**src/source/ntt_field_pkg.sv**
```systemverilog
`default_nettype none

package ntt_field_pkg;

        // prime field q = 2^16 + 1.
        localparam int elem_w = 17;
        localparam logic [elem_w-1:0] field_modulus = 17'd65537;

        localparam int twiddle_addr_w = 7;

        // reduced element, 0 to 65536.
        typedef logic [elem_w-1:0] field_elem_t;

        // full product before reduction.
        typedef logic [2*elem_w-1:0] prod_t;

        typedef logic [twiddle_addr_w-1:0] twiddle_addr_t;

endpackage

`default_nettype wire

```
**src/source/ntt_stream_pkg.sv**
```systemverilog
`default_nettype none

package ntt_stream_pkg;

        import ntt_field_pkg::*;

        typedef struct packed {
                field_elem_t   a;
                field_elem_t   b;
                twiddle_addr_t addr;
        } bfly_job_t;

        typedef struct packed {
                field_elem_t sum;  // (a + b) mod q.
                field_elem_t prod; // ((a - b) * w) mod q.
        } bfly_res_t;

        // multiplier register stages that follow the add/sub stage.
        localparam int arith_depth = 2;
        localparam int max_in_flight = 4;

endpackage

`default_nettype wire

```
**src/source/bfly_if.sv**
```systemverilog
`default_nettype none

interface bfly_if #(
        parameter type payload_t = logic
);

        logic     valid;
        logic     ready;
        payload_t payload;

        // producer side.
        modport source (
                output valid,
                output payload,
                input  ready
        );

        // consumer side.
        modport sink (
                input  valid,
                input  payload,
                output ready
        );

endinterface

`default_nettype wire

```
**src/source/psi_inv_table.sv**
```systemverilog
`default_nettype none

module psi_inv_table
        import ntt_field_pkg::*;
(
        input  twiddle_addr_t addr,
        output field_elem_t   value
);

        // even and odd neighbours map to the same power.
        always_comb begin
                case (addr)
                7'd0,   7'd1:   value = 17'd1;
                7'd2,   7'd3:   value = 17'd1;
                7'd4,   7'd5:   value = 17'd65536;
                7'd6,   7'd7:   value = 17'd16384;
                7'd8,   7'd9:   value = 17'd65281;
                7'd10,  7'd11:  value = 17'd65473;
                7'd12,  7'd13:  value = 17'd65521;
                7'd14,  7'd15:  value = 17'd65533;
                7'd16,  7'd17:  value = 17'd61441;
                7'd18,  7'd19:  value = 17'd64513;
                7'd20,  7'd21:  value = 17'd65281;
                7'd22,  7'd23:  value = 17'd65473;
                7'd24,  7'd25:  value = 17'd65521;
                7'd26,  7'd27:  value = 17'd65533;
                7'd28,  7'd29:  value = 17'd65536;
                7'd30,  7'd31:  value = 17'd16384;
                7'd32,  7'd33:  value = 17'd49153;
                7'd34,  7'd35:  value = 17'd61441;
                7'd36,  7'd37:  value = 17'd64513;
                7'd38,  7'd39:  value = 17'd65281;
                7'd40,  7'd41:  value = 17'd65473;
                7'd42,  7'd43:  value = 17'd65521;
                7'd44,  7'd45:  value = 17'd65533;
                7'd46,  7'd47:  value = 17'd65536;
                7'd48,  7'd49:  value = 17'd16384;
                7'd50,  7'd51:  value = 17'd4096;
                7'd52,  7'd53:  value = 17'd1024;
                7'd54,  7'd55:  value = 17'd256;
                7'd56,  7'd57:  value = 17'd64;
                7'd58,  7'd59:  value = 17'd16;
                7'd60,  7'd61:  value = 17'd4;
                7'd62,  7'd63:  value = 17'd1;
                7'd64,  7'd65:  value = 17'd32769;
                7'd66,  7'd67:  value = 17'd57345;
                7'd68,  7'd69:  value = 17'd63489;
                7'd70,  7'd71:  value = 17'd65025;
                7'd72,  7'd73:  value = 17'd65409;
                7'd74,  7'd75:  value = 17'd65505;
                7'd76,  7'd77:  value = 17'd65529;
                7'd78,  7'd79:  value = 17'd65535;
                7'd80,  7'd81:  value = 17'd32768;
                7'd82,  7'd83:  value = 17'd8192;
                7'd84,  7'd85:  value = 17'd2048;
                7'd86,  7'd87:  value = 17'd512;
                7'd88,  7'd89:  value = 17'd128;
                7'd90,  7'd91:  value = 17'd32;
                7'd92,  7'd93:  value = 17'd8;
                7'd94,  7'd95:  value = 17'd2;
                7'd96,  7'd97:  value = 17'd32769;
                7'd98,  7'd99:  value = 17'd57345;
                7'd100, 7'd101: value = 17'd63489;
                7'd102, 7'd103: value = 17'd65025;
                7'd104, 7'd105: value = 17'd65409;
                7'd106, 7'd107: value = 17'd65505;
                7'd108, 7'd109: value = 17'd65529;
                7'd110, 7'd111: value = 17'd65535;
                7'd112, 7'd113: value = 17'd32768;
                7'd114, 7'd115: value = 17'd8192;
                7'd116, 7'd117: value = 17'd2048;
                7'd118, 7'd119: value = 17'd512;
                7'd120, 7'd121: value = 17'd128;
                7'd122, 7'd123: value = 17'd32;
                7'd124, 7'd125: value = 17'd8;
                7'd126, 7'd127: value = 17'd2;
                default:        value = '0;
                endcase
        end

endmodule

`default_nettype wire

```
**src/source/stream_reg.sv**
```systemverilog
`default_nettype none

module stream_reg #(
        parameter type payload_t = logic
) (
        input wire logic clk,
        input wire logic reset,
        bfly_if.sink     up,
        bfly_if.source   down
);

        logic     main_valid;
        logic     skid_valid;
        logic     skid_valid_nx;
        logic     ready_q;
        logic     up_fire;
        logic     main_free;
        payload_t main_data;
        payload_t skid_data;

        assign up.ready     = ready_q;     // registered, no path from down.ready.
        assign down.valid   = main_valid;
        assign down.payload = main_data;

        always_comb begin
                up_fire   = up.valid && ready_q;
                main_free = !main_valid || down.ready;
                skid_valid_nx = skid_valid;
                if (main_free) begin
                        skid_valid_nx = 1'b0;  // skid drains into main.
                end else if (up_fire) begin
                        skid_valid_nx = 1'b1;  // main stalled, park the beat.
                end
        end

        always_ff @(posedge clk) begin
                if (reset) begin
                        main_valid <= 1'b0;
                        skid_valid <= 1'b0;
                        ready_q    <= 1'b0;
                end else begin
                        skid_valid <= skid_valid_nx;
                        ready_q    <= !skid_valid_nx;
                        if (main_free) begin
                                main_valid <= skid_valid || up_fire;
                        end
                end
        end

        always_ff @(posedge clk) begin
                if (main_free) begin
                        main_data <= skid_valid ? skid_data : up.payload;
                end
                if (!main_free && up_fire) begin
                        skid_data <= up.payload;
                end
        end

endmodule

`default_nettype wire

```
**src/source/mod_arith.sv**
```systemverilog
`default_nettype none

module mod_arith
        import ntt_field_pkg::*;
        import ntt_stream_pkg::*;
(
        input  wire logic  clk,
        input  wire logic  reset,
        input  wire logic  advance,
        input  bfly_job_t  job,
        output field_elem_t sum,
        output field_elem_t diff,
        output field_elem_t w
);

        logic [elem_w:0] sum_raw;
        logic [elem_w:0] sum_red;
        logic [elem_w:0] diff_raw;
        logic [elem_w:0] diff_red;
        field_elem_t     w_lookup;

        psi_inv_table psi_inv_table_i (
                .addr  (job.addr),
                .value (w_lookup)
        );

        always_comb begin
                sum_raw  = {1'b0, job.a} + {1'b0, job.b};
                sum_red  = (sum_raw >= {1'b0, field_modulus}) ?
                           sum_raw - {1'b0, field_modulus} : sum_raw;
                diff_raw = {1'b0, job.a} - {1'b0, job.b};   // wraps when a < b.
                diff_red = (job.a >= job.b) ? diff_raw : diff_raw + {1'b0, field_modulus};
        end

        always_ff @(posedge clk) begin
                if (reset) begin
                        sum  <= '0;
                        diff <= '0;
                        w    <= '0;
                end else if (advance) begin
                        sum  <= sum_red[elem_w-1:0];
                        diff <= diff_red[elem_w-1:0];
                        w    <= w_lookup;
                end
        end

endmodule

`default_nettype wire

```
**src/source/mod_mult_pipe.sv**
```systemverilog
`default_nettype none

module mod_mult_pipe
        import ntt_field_pkg::*;
(
        input  wire logic   clk,
        input  wire logic   reset,
        input  wire logic   advance,
        input  field_elem_t x,
        input  field_elem_t y,
        input  field_elem_t carry_in,
        output field_elem_t prod,
        output field_elem_t carry_out
);

        prod_t           prod_raw;
        field_elem_t     carry_mid;
        logic [elem_w:0] lo_part;
        logic [elem_w:0] hi_part;
        logic [elem_w:0] reduced;

        // stage 1, full product.
        always_ff @(posedge clk) begin
                if (reset) begin
                        prod_raw  <= '0;
                        carry_mid <= '0;
                end else if (advance) begin
                        prod_raw  <= prod_t'(x) * prod_t'(y);
                        carry_mid <= carry_in;
                end
        end

        // 2^16 = -1 mod q, so p = hi * 2^16 + lo reduces to lo - hi.
        always_comb begin
                lo_part = {2'b00, prod_raw[15:0]};
                hi_part = prod_raw[33:16];  // at most 2^16 for reduced inputs.
                if (lo_part >= hi_part) begin
                        reduced = lo_part - hi_part;
                end else begin
                        reduced = lo_part + {1'b0, field_modulus} - hi_part;
                end
        end

        // stage 2, reduced result.
        always_ff @(posedge clk) begin
                if (reset) begin
                        prod      <= '0;
                        carry_out <= '0;
                end else if (advance) begin
                        prod      <= reduced[elem_w-1:0];
                        carry_out <= carry_mid;
                end
        end

endmodule

`default_nettype wire

```
**src/source/bfly_ctrl.sv**
```systemverilog
`default_nettype none

module bfly_ctrl
        import ntt_stream_pkg::*;
(
        input  wire logic        clk,
        input  wire logic        reset,
        bfly_if.sink             job,
        output logic             res_valid,
        input  wire logic        res_ready,
        output logic             advance,
        output logic [2:0]       occupancy
);

        // one bit for the add/sub stage, then one per multiplier stage.
        logic [arith_depth:0] stage_valid;
        logic                 job_fire;
        logic                 res_fire;

        assign res_valid = stage_valid[arith_depth];
        assign advance   = !stage_valid[arith_depth] || res_ready;
        assign job.ready = advance;

        assign job_fire = job.valid && advance;
        assign res_fire = res_valid && res_ready;

        always_ff @(posedge clk) begin
                if (reset) begin
                        stage_valid <= '0;
                end else if (advance) begin
                        stage_valid <= {stage_valid[arith_depth-1:0], job.valid};
                end
        end

        always_ff @(posedge clk) begin
                if (reset) begin
                        occupancy <= '0;
                end else begin
                        case ({job_fire, res_fire})
                        2'b10:   occupancy <= occupancy + 3'd1;
                        2'b01:   occupancy <= occupancy - 3'd1;
                        default: occupancy <= occupancy;  // none or both.
                        endcase
                end
        end

endmodule

`default_nettype wire

```
**src/source/ntt_bfly_top.sv**
```systemverilog
`default_nettype none

module ntt_bfly_top
        import ntt_field_pkg::*;
        import ntt_stream_pkg::*;
(
        input  wire logic    clk,
        input  wire logic    reset,
        input  wire logic    in_valid,
        output logic         in_ready,
        input  field_elem_t  in_a,
        input  field_elem_t  in_b,
        input  twiddle_addr_t in_addr,
        output logic         out_valid,
        input  wire logic    out_ready,
        output field_elem_t  out_sum,
        output field_elem_t  out_prod
);

        bfly_if #(.payload_t(bfly_job_t)) in_bus ();
        bfly_if #(.payload_t(bfly_job_t)) job_bus ();
        bfly_if #(.payload_t(bfly_res_t)) res_bus ();
        bfly_if #(.payload_t(bfly_res_t)) out_bus ();

        logic        advance;
        field_elem_t arith_sum;
        field_elem_t arith_diff;
        field_elem_t arith_w;
        field_elem_t res_sum;
        field_elem_t res_prod;

        assign in_bus.valid   = in_valid;
        assign in_bus.payload = '{a: in_a, b: in_b, addr: in_addr};
        assign in_ready       = in_bus.ready;

        assign res_bus.payload = '{sum: res_sum, prod: res_prod};

        assign out_valid     = out_bus.valid;
        assign out_sum       = out_bus.payload.sum;
        assign out_prod      = out_bus.payload.prod;
        assign out_bus.ready = out_ready;

        stream_reg #(.payload_t(bfly_job_t)) in_reg_i (
                .clk   (clk),
                .reset (reset),
                .up    (in_bus.sink),
                .down  (job_bus.source)
        );

        bfly_ctrl bfly_ctrl_i (
                .clk       (clk),
                .reset     (reset),
                .job       (job_bus.sink),
                .res_valid (res_bus.valid),
                .res_ready (res_bus.ready),
                .advance   (advance),
                .occupancy ()              // watched by the bound checks.
        );

        mod_arith mod_arith_i (
                .clk     (clk),
                .reset   (reset),
                .advance (advance),
                .job     (job_bus.payload),
                .sum     (arith_sum),
                .diff    (arith_diff),
                .w       (arith_w)
        );

        mod_mult_pipe mod_mult_pipe_i (
                .clk       (clk),
                .reset     (reset),
                .advance   (advance),
                .x         (arith_diff),
                .y         (arith_w),
                .carry_in  (arith_sum),
                .prod      (res_prod),
                .carry_out (res_sum)
        );

        stream_reg #(.payload_t(bfly_res_t)) out_reg_i (
                .clk   (clk),
                .reset (reset),
                .up    (res_bus.sink),
                .down  (out_bus.source)
        );

endmodule

`default_nettype wire

```
**config.mk**
```make
export PLATFORM = sky130hd
export DESIGN_NAME = ntt_bfly_top
export DESIGN_NICKNAME = d
export VERILOG_FILES = /design/src/source/ntt_field_pkg.sv /design/src/source/ntt_stream_pkg.sv /design/src/source/bfly_if.sv /design/src/source/psi_inv_table.sv /design/src/source/stream_reg.sv /design/src/source/mod_arith.sv /design/src/source/mod_mult_pipe.sv /design/src/source/bfly_ctrl.sv /design/src/source/ntt_bfly_top.sv
export SDC_FILE = /design/constraint.sdc
export NUM_CORES = 1
export LEC_CHECK = 0
export BUFFER_PORTS_ARGS = -buffer_cell sky130_fd_sc_hd__buf_2
export CORE_UTILIZATION = 35
export CTS_CLUSTER_DIAMETER = 200
export DETAILED_ROUTE_END_ITERATION = 12
export MAX_ROUTING_LAYER = met4
export PLACE_DENSITY_LB_ADDON = 0.12
export SETUP_SLACK_MARGIN = 0.2
export SYNTH_ARGS = -nofsm -noshare
export SYNTH_HDL_FRONTEND = slang
export SYNTH_SLANG_ARGS = --single-unit
```
**constraint.sdc**
```tcl
create_clock -name clk -period 6.9 [get_ports clk]
set_input_delay 1.035 -clock clk [delete_from_list [all_inputs] [get_ports clk]]
set_output_delay 1.035 -clock clk [all_outputs]
set_load 0.05 [all_outputs]
```
# == After elaboration in Yosys (flattened, before gate mapping) ==
# Memory sizes are Yosys's and may differ from the RTL's. A register that Yosys moved wholly into a read port is not among the register bits.
# Index checks and enable logic that the tools add are counted.
# word_totals
register_bits,278
mem_bits_ro,2176
input_bits,45
out_inout_bits,36
wordCells,60
mem_count,1
# memory_table
memory,depth,width,rd,rd_clocked_by_memory_dff,write_ports,line,rtl
(no name shown),128,17,1,1,0,psi_inv_table.sv:12,case (addr)
# classes
n_addsub,7
n_mul,1
n_lt_le_gt_ge,3
mux,9
n_reduce_logical,16
# op_table
operator,n
2-to-1 mux 17 bit,3
2-to-1 mux 41 bit,1
multiplier 17 x 17 -> 34 bit,1
2-to-1 mux 34 bit,1
subtractor 17 bit,2
adder 17 x 17 -> 18 bit,1
>= comparator 16 x 18 -> 1 bit,1
>= comparator 18 x 17 -> 1 bit (second input constant),1
adder 16 x 17 -> 17 bit (second input constant),1
adder 17 bit (second input constant),1
>= comparator 17 bit,1
subtractor 16 x 17 -> 17 bit,1
subtractor 17 bit (second input constant),1
zero test 1 bit,7
logical OR 1 bit,5
logical AND 1 bit,4
2-to-1 mux 1 bit,4

# == Depth between registers and ports, before layout ==
# Gate-level depths: netlist of the first run.
# logic_depth
ltp_word,5
ltp_mapped,25

# == Modules after synthesis ==
# A second synthesis of the first run with hierarchy kept.
# hier_totals
cells_unflattened,2671
area_unflattened_um2,26152.6
# modules_own_cells
mod,instances,cells_per_inst,area_each_um2,seq_area_each_um2
mod_mult_pipe,1,1702,14686.6,1701.6
mod_arith,1,560,4450.5,1021.0
stream_reg (in_reg_i),1,138,3264.4,2522.4
stream_reg (out_reg_i),1,116,2707.6,2102.0
psi_inv_table,1,127,783.3,0.0
bfly_ctrl,1,28,260.2,120.1

# == Worst setup path before layout of the first run ==
# OpenSTA, ideal clock, no wires.
# synth_path
kind,reg2reg
from,reg mod_arith_i.w[8]
to,reg mod_mult_pipe_i.prod_raw[32]
t_arrival_ns,5.835
slack_ns,0.979
path_stages_with_launch,24
path_buffers,2
period_less_slack_ns,5.921
cell_sequence,dfxtp_1 clkbuf_1 clkbuf_1 nand2_1 fa_1 inv_1 fa_1 fa_1 fa_1 fa_1 inv_1 fa_1 inv_1 ha_1 a21o_1 a21o_1 a21oi_1 o21ai_0 a31oi_1 nand3b_1 o21ai_0 o21ai_0 xnor2_1 a211oi_1
# synth_between
elab_chain_cells,1
# synth_rtl
item,line,rtl
from (decl),mod_arith.sv:13,output field_elem_t w
multiplier 17 x 17 -> 34 bit,mod_mult_pipe.sv:28,prod_raw <= prod_t'(x) * prod_t'(y);
to (signal assigned),mod_mult_pipe.sv:28,
to (decl),mod_mult_pipe.sv:16,prod_t prod_raw;
# Every way passes these cells.
# A chain may end at the register's enable or synchronous reset.

# == Worst setup path in the final report of the first run ==
# layout_path
from,reg mod_arith_i.w[9]
to,reg mod_mult_pipe_i.prod_raw[31]
# Same word-level chain as after synthesis.

==> metrics.txt, run 1 <==
run status=complete, no violations; post_cts resized=0; die area=72700 um^2; vias per cell=4.98; Post-Syn Nets=3153; Final Cycle Share=92.4%; ys flop type=edfxtp_1; CTS tree=done; Tmin final=6.38 ns; end of the worst register-to-register path=mod_mult_pipe_i.prod_raw[31]$_SDFFE_PP0P_; Synth async-reset ratio=0%; first-pass GRT wire length=104000 um; DRT antenna net count=0; critical path type=flip-flop to flip-flop; most common cell after layout, fill and taps aside=nand2_1; fmax=157 MHz; Pins Over Slew Limit=0; DRC=0; nets=3189; relative slew slack=25.2%; RePlAce Congestion=0.881; YS warnings=0; worst r2r path cells=22; synthesized flop and latch total=293; number of DRC markers in iteration 0=1207; Worst Tran Pin Value=1.12 ns; clock sinks=293; Hold Slack=0.433 ns; RR Startpoint=mod_arith_i.w[9]$_SDFFE_PP0P_; 1st-pass router iterations=7; Worst Hold Launch=mod_mult_pipe_i.prod[16]$_SDFFE_PP0P_; Max Cap Viol=0; GR Overflow Total=0; Hold-fix buffers, CTS=0; WP data arrival=6.79 ns; number of synthesized flops with an enable pin=148; Gate Count Post-Synth=2673; RSZ-0062 raised after global routing=yes; final setup fails=0; Reg2Reg Setup Slack=0.52 ns; number of setup buffers added after CTS=0; clock transition at the registers of the reported paths=0.07 ns; Worst setup EP type=flip-flop; Final Cell Area=27700 um^2; Skew-Pair Late Insertion Delay=0.58 ns; I/O pin count=81; share of cells above drive strength 1=11.2%; chip height=270 um; hold path depth=0; Site Rows=97; Setup Skew=0.0301 ns; pwr dens=276 nW/um^2; Total Routing Usage GR=18.3%; area post-placement=26600 um^2; Die Wd=270 um; Finished Core Util=39.2%; vias in the first global route=18500; pin count of the biggest net entering global routing=83; Worst Hold Endpoint=out_reg_i.skid_data[16]$_DFFE_PP_; CP Max Fanout=7; IO buf count=79; CTS Buf Count=34; commonest cells after routing, fill and taps aside=397 x nand2_1, 375 x inv_1, 241 x fa_1; # H-tree levels=2; Root Driver=clkbuf_16; ant diodes=0; Hold Fails Final Rpt=0; WL final=64200 um; Post-Syn Area=25100 um^2; clk buf depth=3; Hold Path Class=flip-flop to flip-flop; starting density of the core=35.6%; wire per inst=17.5 um; setup_tns=0 ns; Core Region=70500 um^2; DR vias=18300; CP startpoint kind=flip-flop; maximum VDD drop=0.192 mV; Netlist cell types=92; leakage power=12.2 nW; P&R area growth vs syn=10.3%; Mean Syn Cell Area=9.38 um^2; Worst Path Required=7.31 ns; initial antenna violation count=0; Seq/Total Area, Yosys=29.3%; post-DP HPWL=48900 um
metal layers:
metal	track usage, %	vias to the layer above	share of wire, %
li1	-	8887	-
met1	25.1	8965	48
met2	28.9	345	46
met3	2.05	88	3.6
met4	4.31	0	2.2
met5	-	-	0
final cells by class:
type                       instances  area, um^2
multi-input combinational       1871       15800
clock inverter                    18         180
fill                            7064       42800
tap                              940        1180
clock buffer                      44         908
timing repair buffer             133         816
sequential                       293        7360
inverter                         376        1410
Yosys cell counts (11+ instances only):
master / number / area share (%)
dfxtp_1: 145 / 12
ha_1: 194 / 9.7
nor2b_1: 16 / 0.40
a31oi_1: 13 / 0.32
o21ai_0: 66 / 1.3
a21o_1: 16 / 0.48
xnor2_1: 49 / 1.7
mux2_2: 74 / 3.3
nor3_1: 35 / 0.70
nand2_1: 398 / 6.0
buf_1: 15 / 0.22
edfxtp_1: 148 / 18
xor2_1: 35 / 1.2
fa_1: 241 / 19
a21oi_1: 160 / 3.2
and3_1: 11 / 0.27
nand2b_1: 16 / 0.40
a311oi_1: 11 / 0.38
o211ai_1: 25 / 0.75
inv_1: 375 / 5.6
a211oi_1: 40 / 1.2
nand3_1: 27 / 0.54
o21bai_1: 15 / 0.45
nand4_1: 15 / 0.37
or3_1: 13 / 0.32
nor2_1: 125 / 1.9
and2_1: 127 / 3.2
clkbuf_1: 108 / 1.6
nand3b_1: 16 / 0.48
through the flow:
stage                     power, mW  std cells  worst slack (ns)
after floorplan                4.86       2673             0.979
after global placement         5.90       3613             0.302
after CTS                      7.74       3675             0.258
final                          7.63       3675             0.522
after detailed placement       5.93       3613             0.278
after global routing           8.22       3675             0.183
worst max-delay path: stages, from the launching register on:
cell and delay [ns]:
dfxtp_1 0.62, buf_4 0.25, nand2_1 0.08, fa_1 0.51, fa_1 0.52, inv_1 0.06, fa_1 0.57, fa_1 0.44
fa_1 0.49, inv_1 0.05, fa_1 0.49, inv_1 0.05, ha_1 0.33, a21oi_1 0.20, nor2b_1 0.09, o21a_1 0.17
o211ai_1 0.14, and3b_1 0.18, o31ai_1 0.12, a31oi_1 0.41, o21bai_1 0.16, mux2i_1 0.18, o31ai_1 0.09
sequential cells by signal, indices dropped and copies added, names as in the netlist:
name / cells
mod_arith_i.sum: 17
mod_mult_pipe_i.prod_raw: 34
out_reg_i.skid_data: 34
in_reg_i.skid_valid: 1
in_reg_i.down.valid: 1
mod_arith_i.diff: 17
mod_mult_pipe_i.prod: 17
out_reg_i.down.valid: 1
mod_mult_pipe_i.carry_mid: 17
out_reg_i.down.payload: 34
out_reg_i.skid_valid: 1
mod_arith_i.w: 17
out_reg_i.up.ready: 1
bfly_ctrl_i.stage_valid: 3
in_reg_i.skid_data: 40
mod_mult_pipe_i.carry_out: 17
in_reg_i.up.ready: 1
in_reg_i.down.payload: 40
worst max-delay path by stage:
| stage | from | end | slack (ns) | cells after the start |
|---|---|---|---|---|
| floorplan | mod_arith_i.w[8]$_SDFFE_PP0P_ | mod_mult_pipe_i.prod_raw[32]$_SDFFE_PP0P_ | 0.98 | 23 |
| global placement | mod_arith_i.w[2]$_SDFFE_PP0P_ | mod_mult_pipe_i.prod_raw[32]$_SDFFE_PP0P_ | 0.30 | 21 |
| detailed placement | mod_arith_i.w[2]$_SDFFE_PP0P_ | mod_mult_pipe_i.prod_raw[32]$_SDFFE_PP0P_ | 0.28 | 21 |
| CTS | mod_arith_i.w[2]$_SDFFE_PP0P_ | mod_mult_pipe_i.prod_raw[32]$_SDFFE_PP0P_ | 0.26 | 21 |
| global route | mod_arith_i.diff[12]$_SDFFE_PP0P_ | mod_mult_pipe_i.prod_raw[32]$_SDFFE_PP0P_ | 0.18 | 21 |
| finish | mod_arith_i.w[9]$_SDFFE_PP0P_ | mod_mult_pipe_i.prod_raw[31]$_SDFFE_PP0P_ | 0.52 | 22 |
where the power goes:
part | internal [mW] | leakage [nW] | switching [mW]
Combinational | 1.41 | 8.97 | 2.18
Clock | 0.960 | 0.531 | 0.803
Sequential | 2.07 | 2.70 | 0.204
Total | 4.44 | 12.2 | 3.19
cell families (layout without fill, tap and decap cells):
group	count (synthesis)	in the layout	synth area share (%)
simple gates	834	834	15.8
buf+inv	509	571	7.81
fa+ha+maj	435	435	28.9
compound gates	433	433	11.5
flops	293	293	29.3
xor+xnor	85	85	3.00
mux	84	84	3.72
No activity file was read; power rests on OpenSTA's default activity.
==> run 2, diff against run 1 <==
- CAP_MARGIN: default -> 20
- clock period: 6.9 -> 7.5 ns (I/O delays scaled with it)
==> run 2 against run 1 <==
Maximum frequency down 4.9%; non-clock buffer count down 7; count of clock-buffer cells in the layout down 3; worst setup slack better by 0.27 ns; die area unchanged; first-iteration DRC count down 5.3%; via count up 0.51%; cell count down 0.30%; combinational power down 10%; largest power group unchanged.
==> metrics.txt, run 2 (synthesized netlist as in run 1, its figures left out) <==
end of the worst register-to-register path=mod_mult_pipe_i.prod_raw[31]$_SDFFE_PP0P_; Max Cap Viol=0; post-DP HPWL=49200 um; Worst Hold Endpoint=out_reg_i.skid_data[16]$_DFFE_PP_; WP data arrival=7.14 ns; number of DRC markers in iteration 0=1143; DRC=0; P&R area growth vs syn=9.85%; critical path type=flip-flop to flip-flop; RSZ-0062 raised after global routing=no; number of setup buffers added after CTS=0; worst r2r path cells=21; Die Wd=270 um; WL final=64000 um; Worst Path Required=7.93 ns; Root Driver=clkbuf_16; CP startpoint kind=flip-flop; Final Cycle Share=89.5%; CTS Buf Count=31; pwr dens=251 nW/um^2; critical path's slowest cell=dfxtp_1; Site Rows=97; final worst slack=0.791 ns; RR Startpoint=mod_arith_i.diff[5]$_SDFFE_PP0P_; Worst Tran Pin Value=1.04 ns; fin cells=3664; Tmin final=6.71 ns; Core Region=70500 um^2; CP Max Fanout=18; Hold Path Class=flip-flop to flip-flop; Hold Fails Final Rpt=0; total power=6.92 mW; starting density of the core=35.6%; RePlAce Congestion=0.865; chip height=270 um; GR Overflow Total=0; final setup fails=0; die area=72700 um^2; Crit path max-delay family=adder cells; nets=3179; Hold-fix buffers, CTS=0; Worst setup EP type=flip-flop; Worst Hold Launch=mod_mult_pipe_i.prod[16]$_SDFFE_PP0P_; ant diodes=0; IO buf count=79; Final Cell Area=27500 um^2; vias per cell=5.02; 1st-pass router iterations=5; crit-path cells=and2_1 -> fa_1 -> inv_1 -> fa_1 -> fa_1 -> fa_1 -> inv_1 -> fa_1 -> inv_1 -> fa_1 -> inv_1 -> ha_1 -> and3_1 -> nand3_1 -> nand3_1 -> a21oi_1 -> o31ai_1 -> a31oi_1 -> o21bai_1 -> mux2i_1 -> o31ai_1; clock transition at the registers of the reported paths=0.06 ns; run status=complete, no violations; Pins Over Slew Limit=0; Skew-Pair Late Insertion Delay=0.61 ns; clock sinks=293; Total Routing Usage GR=18.2%; setup_tns=0 ns; clk buf depth=3; area post-placement=26500 um^2; I/O pin count=81; relative slew slack=30.3%; Setup Skew=0.0304 ns; initial antenna violation count=0; DR vias=18400; DRT antenna net count=0; Reg2Reg Setup Slack=0.79 ns; most common cell after layout, fill and taps aside=nand2_1; pin count of the biggest net entering global routing=84; DP Cell Count=3605; leakage power=12.1 nW; post_cts resized=0; maximum VDD drop=0.187 mV; hold path depth=0; wire per inst=17.5 um; commonest cells after routing, fill and taps aside=397 x nand2_1, 375 x inv_1, 241 x fa_1; CTS tree=done; share of cells above drive strength 1=10.6%; pre-CTS setup slack=0.835 ns; # H-tree levels=1; vias in the first global route=18800; Bufs and invs on worst path=4; fmax=149 MHz; first-pass GRT wire length=103000 um; Worst path max stage delay=0.92 ns; Crit path top cell by count=fa_1; Fillers=7093
run 2: metal layers:
metal  wire length [um]  track usage, %
met3               2410            1.99
met5                  0               -
met1              31100            25.5
met2              28600            27.8
met4               1860            4.93
run 2: area by class of cell:
class / count / area [um^2] / area share, %
clock buffer: 41 / 853 / 3.10
clock inverter: 17 / 161 / 0.586
inverter: 376 / 1410 / 5.12
multi-input combinational: 1871 / 15800 / 57.4
sequential: 293 / 7350 / 26.7
tap: 940 / 1180 / 4.27
timing repair buffer: 126 / 783 / 2.84
run 2: through the flow:
step	hold WS, ns	util [%]
after detailed placement	0.418	37.6
after global routing	0.445	39.1
after CTS	0.434	39.0
after floorplan	0.408	-
after global placement	0.412	37.6
final	0.434	39.1
run 2: worst max path at each step:
stage,startpoint,end,slack [ns],cells after the start
CTS,mod_arith_i.diff[5]$_SDFFE_PP0P_,mod_mult_pipe_i.prod_raw[31]$_SDFFE_PP0P_,0.80,21
finish,mod_arith_i.diff[5]$_SDFFE_PP0P_,mod_mult_pipe_i.prod_raw[31]$_SDFFE_PP0P_,0.79,21
global placement,mod_arith_i.diff[5]$_SDFFE_PP0P_,mod_mult_pipe_i.prod_raw[31]$_SDFFE_PP0P_,0.87,21
floorplan,mod_arith_i.w[8]$_SDFFE_PP0P_,mod_mult_pipe_i.prod_raw[32]$_SDFFE_PP0P_,1.58,23
global route,mod_arith_i.diff[12]$_SDFFE_PP0P_,mod_mult_pipe_i.prod_raw[31]$_SDFFE_PP0P_,0.45,21
detailed placement,mod_arith_i.diff[5]$_SDFFE_PP0P_,mod_mult_pipe_i.prod_raw[31]$_SDFFE_PP0P_,0.84,21
run 2: power breakdown:
part / internal [mW] / switching [mW] / total [mW]
Combinational: 1.28 / 1.95 / 3.23
Sequential: 1.90 / 0.240 / 2.14
Clock: 0.874 / 0.682 / 1.56
Total: 4.05 / 2.87 / 6.92
